### src/hw/cycle_cfg.svh
`ifndef CYCLE_CFG_SVH
`define CYCLE_CFG_SVH

// visible screen in pixels
`define SCREEN_W 640
`define SCREEN_H 480

// four 4-bit colour indices per 16-bit frame buffer word
`define PIX_PER_WORD 4

// 640*480/4 = 76800 words, fits a 17-bit address
`define FB_WORDS ((`SCREEN_W * `SCREEN_H) / `PIX_PER_WORD)

// bike rectangle, long side along the heading
`define BIKE_LEN 8
`define BIKE_WID 4

// colour indices into the palette
`define COL_BG         4'h0
`define COL_RED_TRAIL  4'h4
`define COL_BLUE_TRAIL 4'hE
`define COL_RED_BIKE   4'h6
`define COL_BLUE_BIKE  4'hD
`define COL_BLOCKED    4'h7
// transparent, sprite path only
`define COL_NONE       4'hF

`endif

### src/hw/cycle_pkg.sv
package cycle_pkg;

	// heading of a bike, same code as the game logic drives
	typedef enum logic [1:0]
	{
		DIR_UP    = 2'b00,
		DIR_DOWN  = 2'b01,
		DIR_LEFT  = 2'b10,
		DIR_RIGHT = 2'b11
	} dir_e;

	// one bike as seen by the pixel path
	// x, y is the head pixel
	typedef struct packed
	{
		logic [9:0] x;
		logic [9:0] y;
		dir_e       dir;
	} bike_t;

	// sprite result for one scan pixel
	typedef struct packed
	{
		// COL_NONE where no bike covers the pixel
		logic [3:0] colour;
		// pixel is directly ahead of the red head
		logic       red_probe;
		// same for the blue head
		logic       blue_probe;
	} sprite_px_t;

endpackage

### src/hw/bike_render.sv
`timescale 1ns/10ps

`include "cycle_cfg.svh"

// sprite colour and head probes for the current scan pixel
// bikes are solid rectangles, head at one short end
module bike_render import cycle_pkg::*;
(
	input  logic       Clk,
	input  logic       rst_n,
	input  logic [9:0] draw_x,
	input  logic [9:0] draw_y,
	input  bike_t      red_bike,
	input  bike_t      blue_bike,
	output sprite_px_t sprite
);

	// across the heading: one pixel before the head, two after
	localparam int LAT_LO = `BIKE_WID / 2 - 1;
	localparam int LAT_HI = `BIKE_WID / 2;
	// along the heading: head plus tail pixels behind it
	localparam int TAIL = `BIKE_LEN - 1;

	logic       red_hit;
	logic       blue_hit;
	logic       red_ahead;
	logic       blue_ahead;
	sprite_px_t sprite_next;

	// true when (px, py) lies inside the rectangle of bike b
	function automatic logic in_rect(input bike_t b, input logic [9:0] px,
		input logic [9:0] py);
		logic signed [11:0] dx;
		logic signed [11:0] dy;
		logic               lat_x;
		logic               lat_y;
		// signed offsets from the head, no wrap at the screen edge
		dx = $signed({2'b00, px}) - $signed({2'b00, b.x});
		dy = $signed({2'b00, py}) - $signed({2'b00, b.y});
		lat_x = (dx >= -LAT_LO) && (dx <= LAT_HI);
		lat_y = (dy >= -LAT_LO) && (dy <= LAT_HI);
		case (b.dir)
			// moving up, tail hangs below the head
			DIR_UP:    in_rect = lat_x && (dy >= 0) && (dy <= TAIL);
			DIR_DOWN:  in_rect = lat_x && (dy >= -TAIL) && (dy <= 0);
			// moving left, tail to the right
			DIR_LEFT:  in_rect = lat_y && (dx >= 0) && (dx <= TAIL);
			default:   in_rect = lat_y && (dx >= -TAIL) && (dx <= 0);
		endcase
	endfunction

	// true when (px, py) is the head moved one step forward
	function automatic logic is_probe(input bike_t b, input logic [9:0] px,
		input logic [9:0] py);
		logic signed [11:0] dx;
		logic signed [11:0] dy;
		dx = $signed({2'b00, px}) - $signed({2'b00, b.x});
		dy = $signed({2'b00, py}) - $signed({2'b00, b.y});
		case (b.dir)
			DIR_UP:    is_probe = (dx == 0) && (dy == -1);
			DIR_DOWN:  is_probe = (dx == 0) && (dy == 1);
			DIR_LEFT:  is_probe = (dx == -1) && (dy == 0);
			default:   is_probe = (dx == 1) && (dy == 0);
		endcase
	endfunction

	always_comb
	begin
		red_hit    = in_rect(red_bike, draw_x, draw_y);
		blue_hit   = in_rect(blue_bike, draw_x, draw_y);
		red_ahead  = is_probe(red_bike, draw_x, draw_y);
		blue_ahead = is_probe(blue_bike, draw_x, draw_y);

		// red drawn on top where the bikes overlap
		if (red_hit)
			sprite_next.colour = `COL_RED_BIKE;
		else if (blue_hit)
			sprite_next.colour = `COL_BLUE_BIKE;
		else
			sprite_next.colour = `COL_NONE;

		sprite_next.red_probe  = red_ahead;
		sprite_next.blue_probe = blue_ahead;
	end

	// one cycle behind draw_x/draw_y, lines up with the ram read
	always_ff @(posedge Clk)
	begin
		if (!rst_n)
		begin
			sprite.colour     <= `COL_NONE;
			sprite.red_probe  <= 1'b0;
			sprite.blue_probe <= 1'b0;
		end
		else
		begin
			sprite <= sprite_next;
		end
	end

endmodule

### config.mk
export PLATFORM = sky130hd
export DESIGN_NAME = bike_render
export DESIGN_NICKNAME = d
export VERILOG_FILES = /design/src/hw/cycle_pkg.sv /design/src/hw/bike_render.sv
export VERILOG_INCLUDE_DIRS = /design/src /design/src/hw
export SDC_FILE = /design/constraint.sdc
export NUM_CORES = 1
export LEC_CHECK = 0
export BUFFER_PORTS_ARGS = -buffer_cell sky130_fd_sc_hd__buf_4
export CAP_MARGIN = 40
export CORE_MARGIN = 5
export CORE_UTILIZATION = 59
export DETAILED_ROUTE_END_ITERATION = 10
export GPL_ROUTABILITY_DRIVEN = 0
export GPL_TIMING_DRIVEN = 0
export PLACE_DENSITY = 0.89
export SYNTH_ARGS = -nofsm -noshare
export SYNTH_HDL_FRONTEND = slang
export SYNTH_SLANG_ARGS = --single-unit
### constraint.sdc
create_clock -name Clk -period 8.1 [get_ports Clk]
set_input_delay 0.405 -clock Clk [delete_from_list [all_inputs] [get_ports Clk]]
set_output_delay 0.405 -clock Clk [all_outputs]
set_load 0.03 [all_outputs]
==> results.md <==
- Most numerous cell in the Yosys netlist: inv_1
- Biggest register: sprite
- Row cnt: 24
- Setup crit end kind: register
- Avg Cell Area, Syn: between 7 and 8 um2
- DRC viols: 0
- Initial DRC Count: 139
- CTS clk-pin slew, worst paths: 0.03 ns
- Fin. max-slew vios: 0
- Comb power frac: 0.777
- Clock sink total: 4
- Sw Share: 0.465
- M3 GR Usage: 0.0236
- Met2 Use GR: 0.426
- Unrepaired setup endpoints after global routing: no
- Yosys warns: 0
- Setup TNS: 0 ns
- Ant diodes: 0
- Max-slew headroom: 0.555
- # IOs: 72
- Prevailing post-synth register cell: dfxtp_1
- First-pass GRT wire length: around 12,000 um
- DR pass1 iterations: 5
- Initial antenna violation count: 0
- Final Hold Vio Count: 0
- Post-CTS Hold Buffers: 0
- Layout net count: 549
- Total chip power: about 280 uW
- Synth area leader: ha_1
- Via Count: 2,937
- Wire per inst: ~14 um
- Biggest regs: sprite (4)
- Slew @ Worst Pin: 0.662 ns
- Largest net degree at the start of global routing: 8
- DRT antenna net count: 0
- Top post-synthesis cells by area: ha_1 19%, inv_1 6.7%, xor2_1 5.8%
- Period minus WS final: around 3.5 ns
- Total CTS buffers: 3
- Largest register FFs: 4
- CTS tree: yes
- # H-tree levels: 1
- Final setup violating endpoints: 0
- Port-buffer cells: 70
- Worst Min Path Start: rst_n
- Vias in the first global route: about 2,800
- Post_cts resized: 0
- Worst Hold Endpoint: sprite[2]$_SDFF_PN1_
- Clock group share of total power: 0.152
- Area Overhead vs Synth: 24.5%
- Synth cell types: 67
- Critical Path Start Type: input pin
- GR Layer Usage met1: 0.281
- Syn_nets: ~470
- Period utilization: 0.427
- Pwr Density: roughly 87 mW/mm2
- Hold slack final: 0.399 ns
- DIE HEIGHT: 76.2 um
- Share of the synthesized area in the top cell type: 0.194
- Via density per instance: 6.01
- Status: completed
- Max frequency: about 290 MHz
- Switch Pwr: 130 uW
- Total GRT Usage: 0.231
- GR peak layer: met2
- Mapped Cells: 364
- Max VDD drop: between 0.05 and 0.06 mV
- Sequential share of the synthesized area: 0.0310
- FF+latch count, synth: 4
- Crit Path Max Fanout: 3
- Layout cell share with drive strength beyond 1: 0.217
- Fillers: roughly 350
- Die width: 76.2 um
- Synth top cells by count: 46 x inv_1, 40 x ha_1, 35 x nor2_1, 27 x a21oi_1, 18 x nand2_1
- Post-CTS Setup Bufs: 0
- Sequential share of power: 0.071
- Core ar.: 0.00429 mm2
- Initial Util: 0.602
- Final WL: 6820 um
- Cell Area, Synth: about 0.0026 mm2
- Worst-case clock buffer depth: 2
- Post-synth EDFFs: 0
- Hold path cells: 2
- Ys async rst share: 0
- CP arrival: approximately 3.6 ns
- Crit path required time: 8.25 ns
- Dpl hpwl: 5930 um
- Number of max-cap violations: 0
- Clock Tree Root: clkbuf_8
- Leak Pwr: between 1.5 and 2 nW
- P_int: 150 uW
- Setup CP Type: in2reg
- DIE AREA: 0.00580 mm2
- Hold Path Class: in2reg
- GRT overflow: 0
worst max-delay path: stages:
cell and delay (ns):
buf_4 0.11, inv_1 0.07, ha_1 0.22, inv_1 0.07, fa_1 0.42, a211oi_1 0.31
nor3b_1 0.11, o31a_1 0.25, a21o_1 0.16, or4_1 0.53, nor3_2 0.26, a32oi_1 0.10
or4_1 0.47, a21boi_1 0.13
stage by stage:
stage | cells | utilization | cell area [um2] | worst slack [ns]
final | 489 | 0.749 | 3220 | 4.64
after global routing | 489 | 0.749 | 3220 | 4.51
after CTS | 489 | 0.749 | 3220 | 4.64
after detailed placement | 486 | 0.739 | 3170 | 4.43
after global placement | 486 | 0.739 | 3170 | 4.47
after floorplan | 364 | - | 2580 | 4.89
per-layer routing:
| metal | vias to the layer above | part of all wire | wire [um] |
|---|---|---|---|
| met4 | 0 | 0.019 | 130 |
| met2 | 95 | 0.51 | 3510 |
| li1 | 1486 | - | - |
| met5 | - | 0 | 0 |
| met3 | 13 | 0.049 | 331 |
| met1 | 1343 | 0.42 | 2840 |
final cells by class:
type / instances / area [um2] / share of cell area
Sequential cell: 4 / 80.1 / 0.0249
Timing Repair Buffer: 70 / 526 / 0.163
Clock buffer: 3 / 41.3 / 0.0128
Tap cell: 52 / 65.1 / 0.0202
Multi-Input combinational cell: 311 / 2310 / 0.719
Buffer: 3 / 18.8 / 0.00584
Inverter: 46 / 173 / 0.0537
layout by cell type (no fill, tap or decap), drive strengths merged, types with 8 or more instances in the layout:
master  count
ha         40
nand2b     13
xor2       17
a21oi      28
nor3       19
o21ai      17
nor2       35
nand2      18
nand3       9
buf        72
inv        46
o21a        8
worst max-delay path by stage:
stage                     slack [ns]      start              endpoint  cells past startpoint
after detailed placement        4.43  draw_x[0]  sprite[1]$_SDFF_PN0_                     14
after global routing            4.51  draw_x[0]  sprite[1]$_SDFF_PN0_                     14
final                           4.64  draw_x[0]  sprite[1]$_SDFF_PN0_                     14
after global placement          4.47  draw_x[0]  sprite[1]$_SDFF_PN0_                     14
after floorplan                 4.89  draw_x[0]  sprite[3]$_SDFF_PP1_                     12
after CTS                       4.64  draw_x[0]  sprite[1]$_SDFF_PN0_                     14
logic make-up (layout without fill, tap and decap cells):
logic type,after synthesis,after routing,share of synthesized area
AOI/OAI and AO/OA,97,97,0.258
adders and majority gates,44,44,0.225
DFF,4,4,0.0310
buffers and inverters,49,122,0.0741
muxes,4,4,0.0160
other,1,1,0.00145
and+or+nand+nor,141,141,0.314
xor gates and xnor gates,24,24,0.0814
power groups by stage:
stage                     combinational [mW]  sequential, mW  clock [mW]
after global routing                   0.243          0.0198      0.0457
after floorplan                        0.155          0.0201           0
final                                  0.218          0.0198      0.0426
after global placement                 0.207          0.0201           0
after detailed placement               0.215          0.0201           0
after CTS                              0.216          0.0198      0.0436
No activity file was read; power rests on OpenSTA's default activity.
