--- config.mk ---
export PLATFORM = sky130hd
export DESIGN_NAME = pixel_combine
export DESIGN_NICKNAME = d
export VERILOG_FILES = /design/src/hw/cycle_pkg.sv /design/src/hw/pixel_combine.sv
export VERILOG_INCLUDE_DIRS = /design/src /design/src/hw
export SDC_FILE = /design/constraint.sdc
export NUM_CORES = 1
export LEC_CHECK = 0
export ABC_AREA = 0
export CAP_MARGIN = 20
export CORE_AREA = 2 2 39 41
export DETAILED_ROUTE_END_ITERATION = 16
export DIE_AREA = 0 0 41 43
export DONT_BUFFER_PORTS = 1
export HOLD_SLACK_MARGIN = 0.12
export PLACE_DENSITY = 0.51
export RECOVER_POWER = 100
export SYNTH_ARGS = -nofsm -noshare
export SYNTH_HDL_FRONTEND = slang
export SYNTH_SLANG_ARGS = --single-unit
--- constraint.sdc ---
create_clock -name Clk -period 2.3 [get_ports Clk]
set_input_delay 0.23 -clock Clk [delete_from_list [all_inputs] [get_ports Clk]]
set_output_delay 0.23 -clock Clk [all_outputs]
set_load 0.02 [all_outputs]
--- src/hw/cycle_cfg.svh ---
`ifndef CYCLE_CFG_SVH
`define CYCLE_CFG_SVH

// visible screen in pixels
`define SCREEN_W 640
`define SCREEN_H 480

// four 4-bit colour indices per 16-bit frame buffer word
`define PIX_PER_WORD 4

// 640*480/4 = 76800 words, fits a 17-bit address
`define FB_WORDS ((`SCREEN_W * `SCREEN_H) / `PIX_PER_WORD)

// bike rectangle, long side along the heading
`define BIKE_LEN 8
`define BIKE_WID 4

// colour indices into the palette
`define COL_BG         4'h0
`define COL_RED_TRAIL  4'h4
`define COL_BLUE_TRAIL 4'hE
`define COL_RED_BIKE   4'h6
`define COL_BLUE_BIKE  4'hD
`define COL_BLOCKED    4'h7
// transparent, sprite path only
`define COL_NONE       4'hF

`endif

--- src/hw/cycle_pkg.sv ---
package cycle_pkg;

	// heading of a bike, same code as the game logic drives
	typedef enum logic [1:0]
	{
		DIR_UP    = 2'b00,
		DIR_DOWN  = 2'b01,
		DIR_LEFT  = 2'b10,
		DIR_RIGHT = 2'b11
	} dir_e;

	// one bike as seen by the pixel path
	// x, y is the head pixel
	typedef struct packed
	{
		logic [9:0] x;
		logic [9:0] y;
		dir_e       dir;
	} bike_t;

	// sprite result for one scan pixel
	typedef struct packed
	{
		// COL_NONE where no bike covers the pixel
		logic [3:0] colour;
		// pixel is directly ahead of the red head
		logic       red_probe;
		// same for the blue head
		logic       blue_probe;
	} sprite_px_t;

endpackage

--- src/hw/pixel_combine.sv ---
`timescale 1ns/10ps

`include "cycle_cfg.svh"

// merges the trail word and the sprite into one colour index
// also flags a crash when a head probe lands on trail
module pixel_combine import cycle_pkg::*;
(
	input  logic        Clk,
	input  logic        rst_n,
	input  logic [9:0]  draw_x,
	input  logic        is_blocked,
	input  logic [15:0] trail_word,
	input  sprite_px_t  sprite,
	output logic [3:0]  color_enum,
	output logic        red_crash,
	output logic        blue_crash
);

	// scan-side inputs, delayed to meet the ram and sprite data
	logic [1:0] sel_q;
	logic       blocked_q;

	// merge results before the output register
	logic [3:0] trail_px;
	logic [3:0] color_next;
	logic       red_crash_next;
	logic       blue_crash_next;

	// low x bits pick the nibble, payload only
	always_ff @(posedge Clk)
	begin
		sel_q <= draw_x[1:0];
	end

	always_ff @(posedge Clk)
	begin
		if (!rst_n)
		begin
			blocked_q <= 1'b0;
		end
		else
		begin
			blocked_q <= is_blocked;
		end
	end

	// nibble n sits in bits 4n+3..4n
	assign trail_px = trail_word[{sel_q, 2'b00} +: 4];

	always_comb
	begin
		// blocked wins over everything
		if (blocked_q)
		begin
			color_next = `COL_BLOCKED;
		end
		// then any bike sprite
		else if (sprite.colour != `COL_NONE)
		begin
			color_next = sprite.colour;
		end
		// else whatever trail is stored
		else
		begin
			color_next = trail_px;
		end
	end

	always_comb
	begin
		// probe pixel already holds trail of either colour
		red_crash_next  = sprite.red_probe && (trail_px != `COL_BG);
		blue_crash_next = sprite.blue_probe && (trail_px != `COL_BG);
	end

	// output stage, two cycles after draw_x at the top
	always_ff @(posedge Clk)
	begin
		if (!rst_n)
		begin
			color_enum <= `COL_BG;
			red_crash  <= 1'b0;
			blue_crash <= 1'b0;
		end
		else
		begin
			color_enum <= color_next;
			red_crash  <= red_crash_next;
			blue_crash <= blue_crash_next;
		end
	end

endmodule

==> flow_results.org, run 1 <==
** Run status
- The run finished with clean final reports.

** Timing
- Worst hold slack across all endpoints :: ~0.13 ns
- Final-report hold violation count :: 0
- Final-report max-slew violation count :: 0
- Worst-case headroom to the max-slew limit :: between 80% and 90%
- Final Cycle Share :: about 80%
- Post-route clock skew :: between 0.002 and 0.0025 ns
- Setup repair after global routing left no endpoint under its margin.
- In the final timing run, aggregate negative setup slack is 0 ns.
- Subtracting the final worst setup slack from the clock period gives 1.83 ns.
- Max Clock Freq :: approximately 0.55 GHz
- Worst-Margin Slew :: around 0.21 ns
- Setup violations remaining at the end of the flow were counted as 0.

** Yosys
- Compound-Gate Fraction of Synth Area :: 5.94%
- Synth Area in XOR/XNOR :: 0%
- In this run, synthesis produced a sequential element count of 9.
- Net count after synthesis :: between 60 and 70
- Synthesis instantiated 13 different standard cells from the library.
- After synthesis, the largest family of logic cells by area is multiplexers.
- Mean instance size in the synthesized netlist :: between 10 and 15 um2
- Simple-Gate Fraction of Synth Area :: 11.9%
- Sequential elements use 47.5% of the synthesized area.
- In the synthesized netlist, mux cells make up 34.7% of the area.
- Synth Instances :: 27
- Count of yosys warnings during synthesis :: 0
- Total standard cell area after synthesis :: about 380 um2
- The synthesized netlist devotes 0% of its cell area to adder and majority cells.

** Routing
- The first detailed-routing pass took 2 iterations.
- Count of nets left with antenna violations after detail routing :: 0
- Using the TritonRoute via totals, the vias-per-cell ratio works out to 5.36.
- Via count :: slightly below 300
- In the routed design, unresolved DRC markers number 0.
- WL final :: around 800 um
- Routed length per placed instance :: 14.6 um
- Initial DRC Count :: 3

** Power and ir drop
- Total power consumption of the routed design :: roughly 0.00034 W
- Internal power comes to about 0.00026 W.
- IR analysis of the VDD net gives a maximum drop of between 0.0003 and 0.0004 V.
- Combinational logic is responsible for a little over a tenth of the overall power.
- The analysis attributes to net switching a power of between 0.00007 and 0.00008 W.
- Cell leakage power :: 0.195 nW
- Clock network power share :: a little over a third
- Power density relative to cell area :: 665 mW/mm2
- Sequential fraction of design power :: between 50 and 60%
- In this run switching power makes up between 20% and 30% of total power.

** Cells and area
- Share of cells above drive strength 1 :: 15.4%
- Multi-input gate area in the final layout :: around 200 um2
- After the last flow step, the layout net total stands at 75.
- Relative to the synthesized area, the layout overhead comes to 33.3%.
- Count of antenna diodes in the layout :: 0
- Most frequent cells in the layout :: 9 x dfxtp_1, 8 x dlygate4sd3_1, 3 x o21a_1, 3 x clkbuf_4
- The layout has about 150 filler cells.
- Leaving out fill and tap cells, the most frequent cell in the layout is dfxtp_1.
- Area occupied by registers :: roughly 180 um2

** Floorplanning
- The floorplan step defined a die boundary enclosing roughly 0.0018 mm2.
- Once the floorplan was initialized, standard cells occupied a little over a quarter of the core.
- Row generation in the floorplan step produced 14 rows.
- For this design the top-level I/O count stands at 41.
- Placeable core region :: between 0.001 and 0.0015 mm2
- The die is ~41 um wide.
- From bottom edge to top edge, the die measures 43 um.

** Clock tree
- The clock net in this run drives a total of 9 sinks.
- After clock tree synthesis, the clock-pin slew on the worst setup and hold paths is around 0.060 ns.
- The number of clock buffers added by TritonCTS is 3.
- TritonCTS built the clock tree.
- Longest Clk Path Bufs :: 2
- H-tree depth reported by CTS :: 1
- In this run the post-CTS setup repair buffer count came out at 0.
- Later-pin clock latency in the skew report :: roughly 0.25 ns
- In this run the clock root is driven by a clkbuf_4.

** Place
- The congestion estimate from routability-driven global placement came to roughly 0.66.
- The count of buffers added on input and output ports is 0.

** Critical path
- Type of the worst setup path :: reg -> reg
- The worst setup path is launched from a register.
- Data arrival time of the critical path :: approximately 2.0 ns
- In this run the worst path has a maximum fanout of 4.
- STA puts the critical path data required time at 2.45 ns.
- Worst setup EP type :: register

** Job
- Across the run, the number of max-cap violations was 0.

** Global routing
- Pin count of the biggest net entering global routing :: 6
- The via count of the first global-routing pass was 310.
- The first global-routing pass estimated about 1.2 mm of wire.
- Number of antenna violations at the first check in global routing :: 0
- Global routing used 10.8% of the available tracks.
- Summed over all layers, the global routing overflow is 0.

** Hold path
- Type of the most critical hold path :: in -> reg
[per-layer routing]
layer	wire length (um)	up-vias	global-route usage (%)
met1	294	133	11.2
met2	366	28	16.3
li1	-	132	-
met4	4	0	4.00
met5	0	-	0
met3	140	2	7.85
[what timing repair did]
item | in CTS | in global routing
resized for setup | 0 | 0
hold buffers | 8 | 0
hold endpoints to repair | 9 | 0
[kinds of logic after synthesis]
group              Yosys count
AOI/OAI and AO/OA            3
DFF                          9
muxes                        7
and+or+nand+nor              8
[path summary, 6_finish.rpt]
path | from | to | slack [ns] | cells after the start
setup / recovery | sel_q[0] | blue_crash | 0.47 | 3
setup reg to reg | sel_q[0] | blue_crash | 0.47 | 3
hold reg to reg | blocked_q | color_enum[3] | 0.49 | 1
hold / removal | rst_n | blue_crash | 0.13 | 1
[sequential cells by signal, summed over array words and instances, names as in the netlist]
register and cells:
blue_crash 1, red_crash 1, sel_q 2, blocked_q 1
color_enum 4
[power by group through the flow]
| stage | Sequential [W] | Combinational (W) | Clock, W |
|---|---|---|---|
| 2_1_floorplan | 0.000183 | 0.0000225 | 0 |
| 3_3_place_gp | 0.000184 | 0.0000256 | 0 |
| 3_5_place_dp | 0.000184 | 0.0000259 | 0 |
| 4_1_cts | 0.000181 | 0.0000374 | 0.000126 |
| 5_1_grt | 0.000182 | 0.0000407 | 0.000132 |
| 6_report | 0.000180 | 0.0000369 | 0.000119 |
[final cells by class]
| class | count | share of cell area (%) |
|---|---|---|
| Tap cell | 16 | 3.96 |
| Sequential cell | 9 | 35.6 |
| Multi-Input combinational cell | 18 | 39.4 |
| Timing Repair Buffer | 8 | 15.8 |
| Clock buffer | 4 | 5.20 |
[worst max-delay path, stage by stage, from the launching register on]
cell and delay (ns):
dfxtp_1 0.43, mux4_1 0.61, or4_1 0.50, and3_1 0.19
[cells in the mapped netlist]
master   n  share of area [%]
nor2_1   1               0.99
or4_1    1                2.0
nand4_1  1                1.7
and3_1   2                3.3
mux2_2   1                3.0
nor3_1   1                1.3
mux4_1   2                 14
mux2_1   2                5.9
and2_1   1                1.7
mux4_2   2                 12
nand2_1  1               0.99
dfxtp_1  9                 48
o21a_1   3                5.9
[through the flow]
step / area (um2) / setup WS (ns) / cells / utilization, %
floorplan: 379 / 0.562 / 27 / -
global placement: 399 / 0.478 / 43 / 28.8
detailed placement: 399 / 0.453 / 43 / 28.8
CTS: 505 / 0.442 / 55 / 36.5
global route: 505 / 0.362 / 55 / 36.5
finish: 505 / 0.466 / 55 / 36.5
No activity file was read; power rests on OpenSTA's default activity.
==> inputs of run 2 (changes only) <==
- PLACE_DENSITY: 0.51 -> 0.52
- clock period: 2.3 -> 1.6 ns (I/O delays scaled with it)
==> flow_results.org, run 2 (synthesis results as in run 1) <==
** Place
- The post-placement cell area came to 410 um2 (+2.8%).
- Number of buffers added on ports :: 0 (unchanged)
- Worst setup slack after placement :: -0.0847 ns (-0.538 ns)
- The cell count after placement was 45 (+4.7%).
- Routability-driven placement congestion ratio :: 0.646 (-2.0%)

** Floorplanning
- The height of the die came to 43 um (unchanged).
- Placeable core region :: 0.00138 mm2 (unchanged)
- The die outline width is 41 um (unchanged).
- Std-Cell Rows :: 14 (unchanged)
- The total die area came to 0.00176 mm2 (unchanged).
- Initial Utilization :: 27.4% (unchanged)
- The count of boundary I/O pins was 41 (unchanged).

** Timing
- Final-report max-slew violation count :: 0 (unchanged)
- The final-report hold violation count came to 0 (unchanged).
- Accumulated negative setup slack :: -0.185 ns (-0.185 ns)
- The peak clock frequency supported by timing was 0.591 GHz (+8.3%).
- Worst-case headroom to the max-slew limit :: 85.0% (-0.77 points)
- Setup slack after layout :: -0.0925 ns (-0.559 ns)
- The post-route clock period utilization came to 106% (+26 points).
- The final count of negative-setup-slack endpoints was 2 (+2).
- Worst-Margin Slew :: 0.224 ns (+0.0111 ns)
- The maximum clock skew at final layout was 0.000114 ns (-0.00224 ns).
- Setup repair after global routing could not meet its margin everywhere.
- Final critical path time including I/O delays and setup :: 1.69 ns (-0.141 ns)

** Clock tree
- Number of clock buffers inserted by TritonCTS :: 3 (unchanged)
- The insertion delay to the later sink of the worst-skew pair came to 0.26 ns (about the same).
- Sink count of the clock tree :: 9 (unchanged)
- CTS Root Buffer Type :: clkbuf_4
- H-tree depth reported by CTS :: 1 (unchanged)
- The maximum clock path buffer count came to 2 (unchanged).
- The clock transition at the registers of the reported paths was 0.06 ns (about the same).
- TritonCTS built the clock tree.

** Cells and area
- Post-Layout Cell Count :: 58 (+5.5%)
- Max FFs per register :: 4 (unchanged)
- The count of antenna diodes in the layout was 0 (unchanged).
- The net count reported at finish came to 78 (+4.0%).
- Largest reg by FF count :: color_enum
- The largest registers in the layout are color_enum x4, sel_q x2.
- The library cells used most frequently in the layout, excluding fill and tap cells, are 8 x dfxtp_1, 8 x dlygate4sd3_1, 4 x mux4_2.
- Final std cell area, no fill :: 541 um2 (+6.9%)
- Compared with the post-synthesis result, the final layout area differs by 42.6%.
- Share of cells above drive strength 1 :: 38.1% (+23 points)
- The filler cell count came to 143 (-2.1%).

** Critical path
- Slowest cell delay on critical path :: 0.54 ns (-0.07 ns)
- By startpoint and endpoint, the worst setup path is classified as reg -> reg.
- STA classifies the critical path startpoint as a register.
- Reg2reg path depth :: 3 (unchanged)
- Maximum fanout along the worst path :: 4 (unchanged)
- Critical register-to-register path startpoint :: sel_q[0]
- R2R Path End :: red_crash
- Data required, critical path :: 1.75 ns (-0.70 ns)
- Walking the worst path, the cells encountered are mux4_2, or4_4, and3_4.
- For this design, the slowest cell found on the critical path is or4_4.
- Worst setup EP type :: register
- The arrival time at the worst endpoint was 1.85 ns (-0.13 ns).
- Worst reg-to-reg setup slack :: -0.09 ns (-0.56 ns)

** Routing
- Count of nets left with antenna violations after detail routing :: 0 (unchanged)
- The number of search-and-repair iterations in the first detailed-routing pass was 2 (unchanged).
- The detailed-route vias per instance was 5.19 (-3.2%).
- The detailed router's first-iteration violation count came to 2 (-1).
- Drt drc :: 0 (unchanged)
- The via count was 301 (+2.0%).
- The routed wire length came to 951 um (+18%).
- Routed length per placed instance :: 16.4 um (+12%)

** Hold path
- Number of cells traversed by the worst hold path :: 2 (+1)
- Hold path endpoint :: color_enum[2]
- The path class of the tightest hold or removal check is in -> reg.
- Worst Hold Launch :: sprite[4]

** Power and ir drop
- Power density relative to cell area :: 923 mW/mm2 (+39%)
- Highest ir drop seen on vdd :: 0.000347 V (+15%)
- Cell leakage power :: 0.213 nW (+9.2%)

** Global routing
- The global-route wire length before repair came to 1.36 mm (+13%).
- Number of antenna violations at the first check in global routing :: 0 (unchanged)
- The via count of the first global-routing pass came to 330 (+6.5%).
- The total track usage is 12.4% (+1.6 points).
- The pin count of the biggest net entering global routing is 7 (+1).
- The total global routing overflow came to 0 (unchanged).

** Run status
- Result of the run :: complete, but fails checks
- The checks that failed: setup timing.

** Job
- Number of violations of the max-capacitance limit :: 0 (unchanged)
[run 2: cell types whose count changed in the layout (fill, tap and decap cells not counted), sizes merged]
cell	before	now
buf	0	3
[run 2: power by group]
part / internal (W) / switching [W] / total [W]
clock network: 0.0000957 / 0.0000736 / 0.000169
logic: 0.0000521 / 0.0000183 / 0.0000705
registers: 0.000238 / 0.0000213 / 0.000259
total: 0.000386 / 0.000113 / 0.000499
[run 2: metrics by stage]
stage	total power, W	util (%)	hold slack, ns
after detailed placement	0.000309	29.7	0.188
after global routing	0.000526	39.1	0.153
after CTS	0.000504	37.9	0.145
after floorplan	0.000296	-	0.188
final	0.000499	39.1	0.151
after global placement	0.000309	29.7	0.188
[run 2: area by class of cell]
| cell class | count | area, um2 | area share [%] |
|---|---|---|---|
| clock buffer | 4 | 26.3 | 4.86 |
| multi-input combinational | 18 | 208 | 38.4 |
| sequential | 9 | 184 | 34.0 |
| tap | 16 | 20.0 | 3.70 |
| timing repair buffer | 11 | 103 | 19.0 |
[run 2: routing by layer]
| layer | up-vias | wire length [um] | GRT usage [%] |
|---|---|---|---|
| met1 | 146 | 269 | 8.20 |
| met5 | - | 0 | 0 |
| met2 | 16 | 577 | 20.9 |
| li1 | 137 | - | - |
| met4 | 0 | 12 | 6.67 |
| met3 | 2 | 91 | 11.0 |
[run 2: repair_timing]
| action | in CTS | in global routing |
|---|---|---|
| setup buffers | 1 | 0 |
| resized for setup | 0 | 4 |
| hold buffers | 8 | 0 |
| pin swaps | 1 | 0 |
| endpoints found under the hold margin | 9 | 0 |
| endpoints found under the setup margin | 3 | 4 |
[run 2: worst max-delay path, delay by kind of cell (launching register included)]
family	cells	cell delay, ns
and+or+nand+nor	2	0.70
muxes	1	0.52
DFF	1	0.37
[run 2: worst max-delay path by stage]
stage	start	endpoint	slack [ns]	depth (start not counted)
6_report	sel_q[0]	red_crash	-0.09	3
5_1_grt	sel_q[0]	blue_crash	-0.15	3
4_1_cts	sel_q[0]	blue_crash	-0.09	3
3_5_place_dp	sel_q[0]	blue_crash	-0.08	3
3_3_place_gp	sel_q[0]	blue_crash	-0.08	3
2_1_floorplan	sel_q[0]	blue_crash	-0.03	3
==> inputs of run 3 (changes only) <==
- MAX_ROUTING_LAYER: not set -> met4
- SKIP_LAST_GASP: not set -> 1
==> flow_results.org, run 3 (synthesis results as in run 1) <==
** Timing
- Setup repair after global routing missed its margin :: yes
- The relative slew slack came to 85.0% (unchanged).
- The peak clock frequency supported by timing is 0.594 GHz (+0.46%).
- Setup slack after layout :: -0.0848 ns (+0.00773 ns)
- The count of pins over their slew limit was 0 (unchanged).
- The final count of negative-setup-slack endpoints came to 2 (unchanged).
- Final critical path time including I/O delays and setup :: 1.68 ns (-0.00773 ns)
- Post-route clock skew :: 0.000214 ns (+0.000100 ns)
- The post-route clock period utilization came to 105% (-0.48 points).
- The final-report hold violation count was 0 (unchanged).
- Worst-Margin Slew :: 0.224 ns (unchanged)

** Routing
- Drt drc :: 0 (unchanged)
- The detailed router's first-iteration violation count was 2 (unchanged).
- The detailed-route vias per instance was 5.24 (+1.0%).
- The routed wire length was 939 um (-1.3%).
- Count of nets left with antenna violations after detail routing :: 0 (unchanged)
- Routed length per placed instance :: 16.2 um (-1.3%)
- Via count :: 304 (+1.0%)
- Number of detailed-routing iterations run before antenna repair :: 2 (unchanged)

** Critical path
- Critical-path top delay cell :: or4_4
- R2R Path End :: blue_crash
- The critical path in this run is classified as reg -> reg.
- Maximum fanout along the worst path :: 4 (unchanged)
- In this run the critical register-to-register path is launched from sel_q[0].
- The maximum cell stage delay along the critical path is 0.54 ns (about the same).
- Kind of cell adding the most delay to the critical path :: simple AND/OR/NAND/NOR gates
- Critical path buffers and inverters :: 0 (unchanged)
- STA classifies the critical path startpoint as a register.
- Reg2reg path depth :: 3 (unchanged)
- The internal reg-to-reg setup slack came to -0.08 ns (about the same).
- The data required time at the worst endpoint was 1.75 ns (about the same).
- Worst setup EP type :: register
- The arrival time at the worst endpoint came to 1.84 ns (about the same).
- Cell breakdown of the critical path :: mux4_2, or4_4, and3_1

** Power and ir drop
- Clock network power share :: 34.0% (about the same)
- Highest ir drop seen on vdd :: 0.000347 V (-0.16%)
- The proportion of power drawn by combinational gates is 13.8% (-0.3 points).
- Total power consumption of the routed design :: 0.000497 W (-0.42%)
- Sequential fraction of design power :: 52.2% (+0.3 points)
- The design internal power was 0.000385 W (-0.34%).
- Cell leakage power :: 0.214 nW (+0.39%)
- Power density relative to cell area :: 928 mW/mm2 (+0.51%)
- The switching fraction of total power was 22.6% (-0.062 points).
- Sw Pwr :: 0.000112 W (-0.69%)

** Global routing
- The via count of the first global-routing pass is 329 (-0.30%).
- Wire length of the first global-routing pass :: 1.35 mm (-0.52%)
- The total global routing overflow was 0 (unchanged).
- Pin count of the biggest net entering global routing :: 7 (unchanged)
- The total track usage is 12.7% (+0.31 points).
- The number of antenna violations at the first check in global routing is 0 (unchanged).

** Run status
- The run finished, with violations left.
- Violated checks :: setup timing

** Hold path
- Number of cells traversed by the worst hold path :: 2 (unchanged)
- The worst hold path begins at sprite[4].
- Type of the most critical hold path :: in -> reg
- For hold timing, the worst endpoint is color_enum[2].

** Place
- Number of buffers added on ports :: 0 (unchanged)
- The global placer's final weighted congestion was 0.652 (+0.87%).
- The cell count after placement was 45 (unchanged).

** Cells and area
- Final core utilization :: 38.7% (-0.36 points)
- Max FFs per register :: 4 (unchanged)
- Largest reg by FF count :: color_enum
- The share of final-layout standard cells stronger than drive strength 1 is 35.7% (-2.4 points).
- Registers with the most flip-flops :: color_enum x4, sel_q x2
- The count of antenna diodes in the layout is 0 (unchanged).
- Post-Layout Cell Count :: 58 (unchanged)
- Area overhead of the layout relative to synthesis :: 41.3%
- Nets@finish :: 78 (unchanged)
- The top cell types in the final layout, fill and taps aside, are 8 x dfxtp_1, 8 x dlygate4sd3_1, 4 x mux4_2.
- The filler cell count was 141 (-1.4%).

** Clock tree
- The clock transition at the registers of the reported paths was 0.06 ns (about the same).
- Later-pin clock latency in the skew report :: 0.25 ns (about the same)
- The maximum clock path buffer count was 2 (unchanged).
- The H-tree depth was 1 (unchanged).
- TritonCTS built the clock tree.
- The TritonCTS buffer count came to 3 (unchanged).
- The cell sitting at the root of the clock tree is a clkbuf_4.
- Sink count of the clock tree :: 9 (unchanged)

** Floorplanning
- The die outline width was 41 um (unchanged).
- The total die area is 0.00176 mm2 (unchanged).
- DIE HEIGHT :: 43 um (unchanged)
- The core outline area is 0.00138 mm2 (unchanged).
- The count of boundary I/O pins came to 41 (unchanged).
- Std-Cell Rows :: 14 (unchanged)
- Initial Utilization :: 27.4% (unchanged)

** Job
- The count of max-cap constraint violations is 0 (unchanged).
## run 3: changes by cell type in the layout (fill, tap and decap cells not counted)
| cell | before | now |
|---|---|---|
| and3_4 | 1 | 0 |
| and3_1 | 1 | 2 |
## run 3: final cells by class
cell class	instances	area, um2	share of cell area (%)
multi-input cells	18	203	37.9
flip-flops and latches	9	184	34.3
well taps	16	20.0	3.74
repair buffers	11	103	19.2
clock buffers	4	26.3	4.91
## run 3: routing by layer
metal / up-vias / track usage [%] / routed length [um]
met3: 4 / 11.0 / 91
li1: 137 / - / -
met1: 146 / 8.20 / 269
met4: 0 / 6.67 / 17
met2: 17 / 20.9 / 561
met5: - / - / 0
## run 3: how the worst max path moves through the flow
| stage | start | to | slack [ns] | depth (start not counted) |
|---|---|---|---|---|
| 4_1_cts | sel_q[0] | blue_crash | -0.09 | 3 |
| 3_3_place_gp | sel_q[0] | blue_crash | -0.08 | 3 |
| 6_report | sel_q[0] | blue_crash | -0.08 | 3 |
| 2_1_floorplan | sel_q[0] | blue_crash | -0.03 | 3 |
| 3_5_place_dp | sel_q[0] | blue_crash | -0.08 | 3 |
| 5_1_grt | sel_q[0] | red_crash | -0.15 | 3 |
## run 3: what timing repair did
action / 4_1_cts / 5_1_grt
pin swaps: 1 / 0
hold buffers: 8 / 0
setup endpoints to repair: 3 / 4
endpoints found under the hold margin: 9 / 0
resized for setup: 0 / 3
setup buffers: 1 / 0
## run 3: power groups by stage
stage               Combinational (W)  Clock, W  Sequential, W
finish                      0.0000688  0.000169       0.000259
global route                0.0000742  0.000188       0.000262
CTS                         0.0000638  0.000180       0.000259
detailed placement          0.0000446         0       0.000265
global placement            0.0000440         0       0.000265
floorplan                   0.0000330         0       0.000263
## run 3: worst register-to-register path: cells and delay by family, from the launching register on
| kind | cells | cell delay [ns] |
|---|---|---|
| flip-flops | 1 | 0.37 |
| multiplexers | 1 | 0.52 |
| AND/OR/NAND/NOR | 2 | 0.69 |
## run 3: stage by stage
stage / hold slack, ns / cell area (um2) / TNS (ns) / setup WS (ns)
floorplan: 0.188 / 375 / -0.0637 / -0.0319
detailed placement: 0.188 / 410 / -0.163 / -0.0847
global route: 0.153 / 536 / -0.321 / -0.149
finish: 0.151 / 536 / -0.166 / -0.0848
global placement: 0.188 / 410 / -0.152 / -0.0762
CTS: 0.145 / 524 / -0.177 / -0.0919
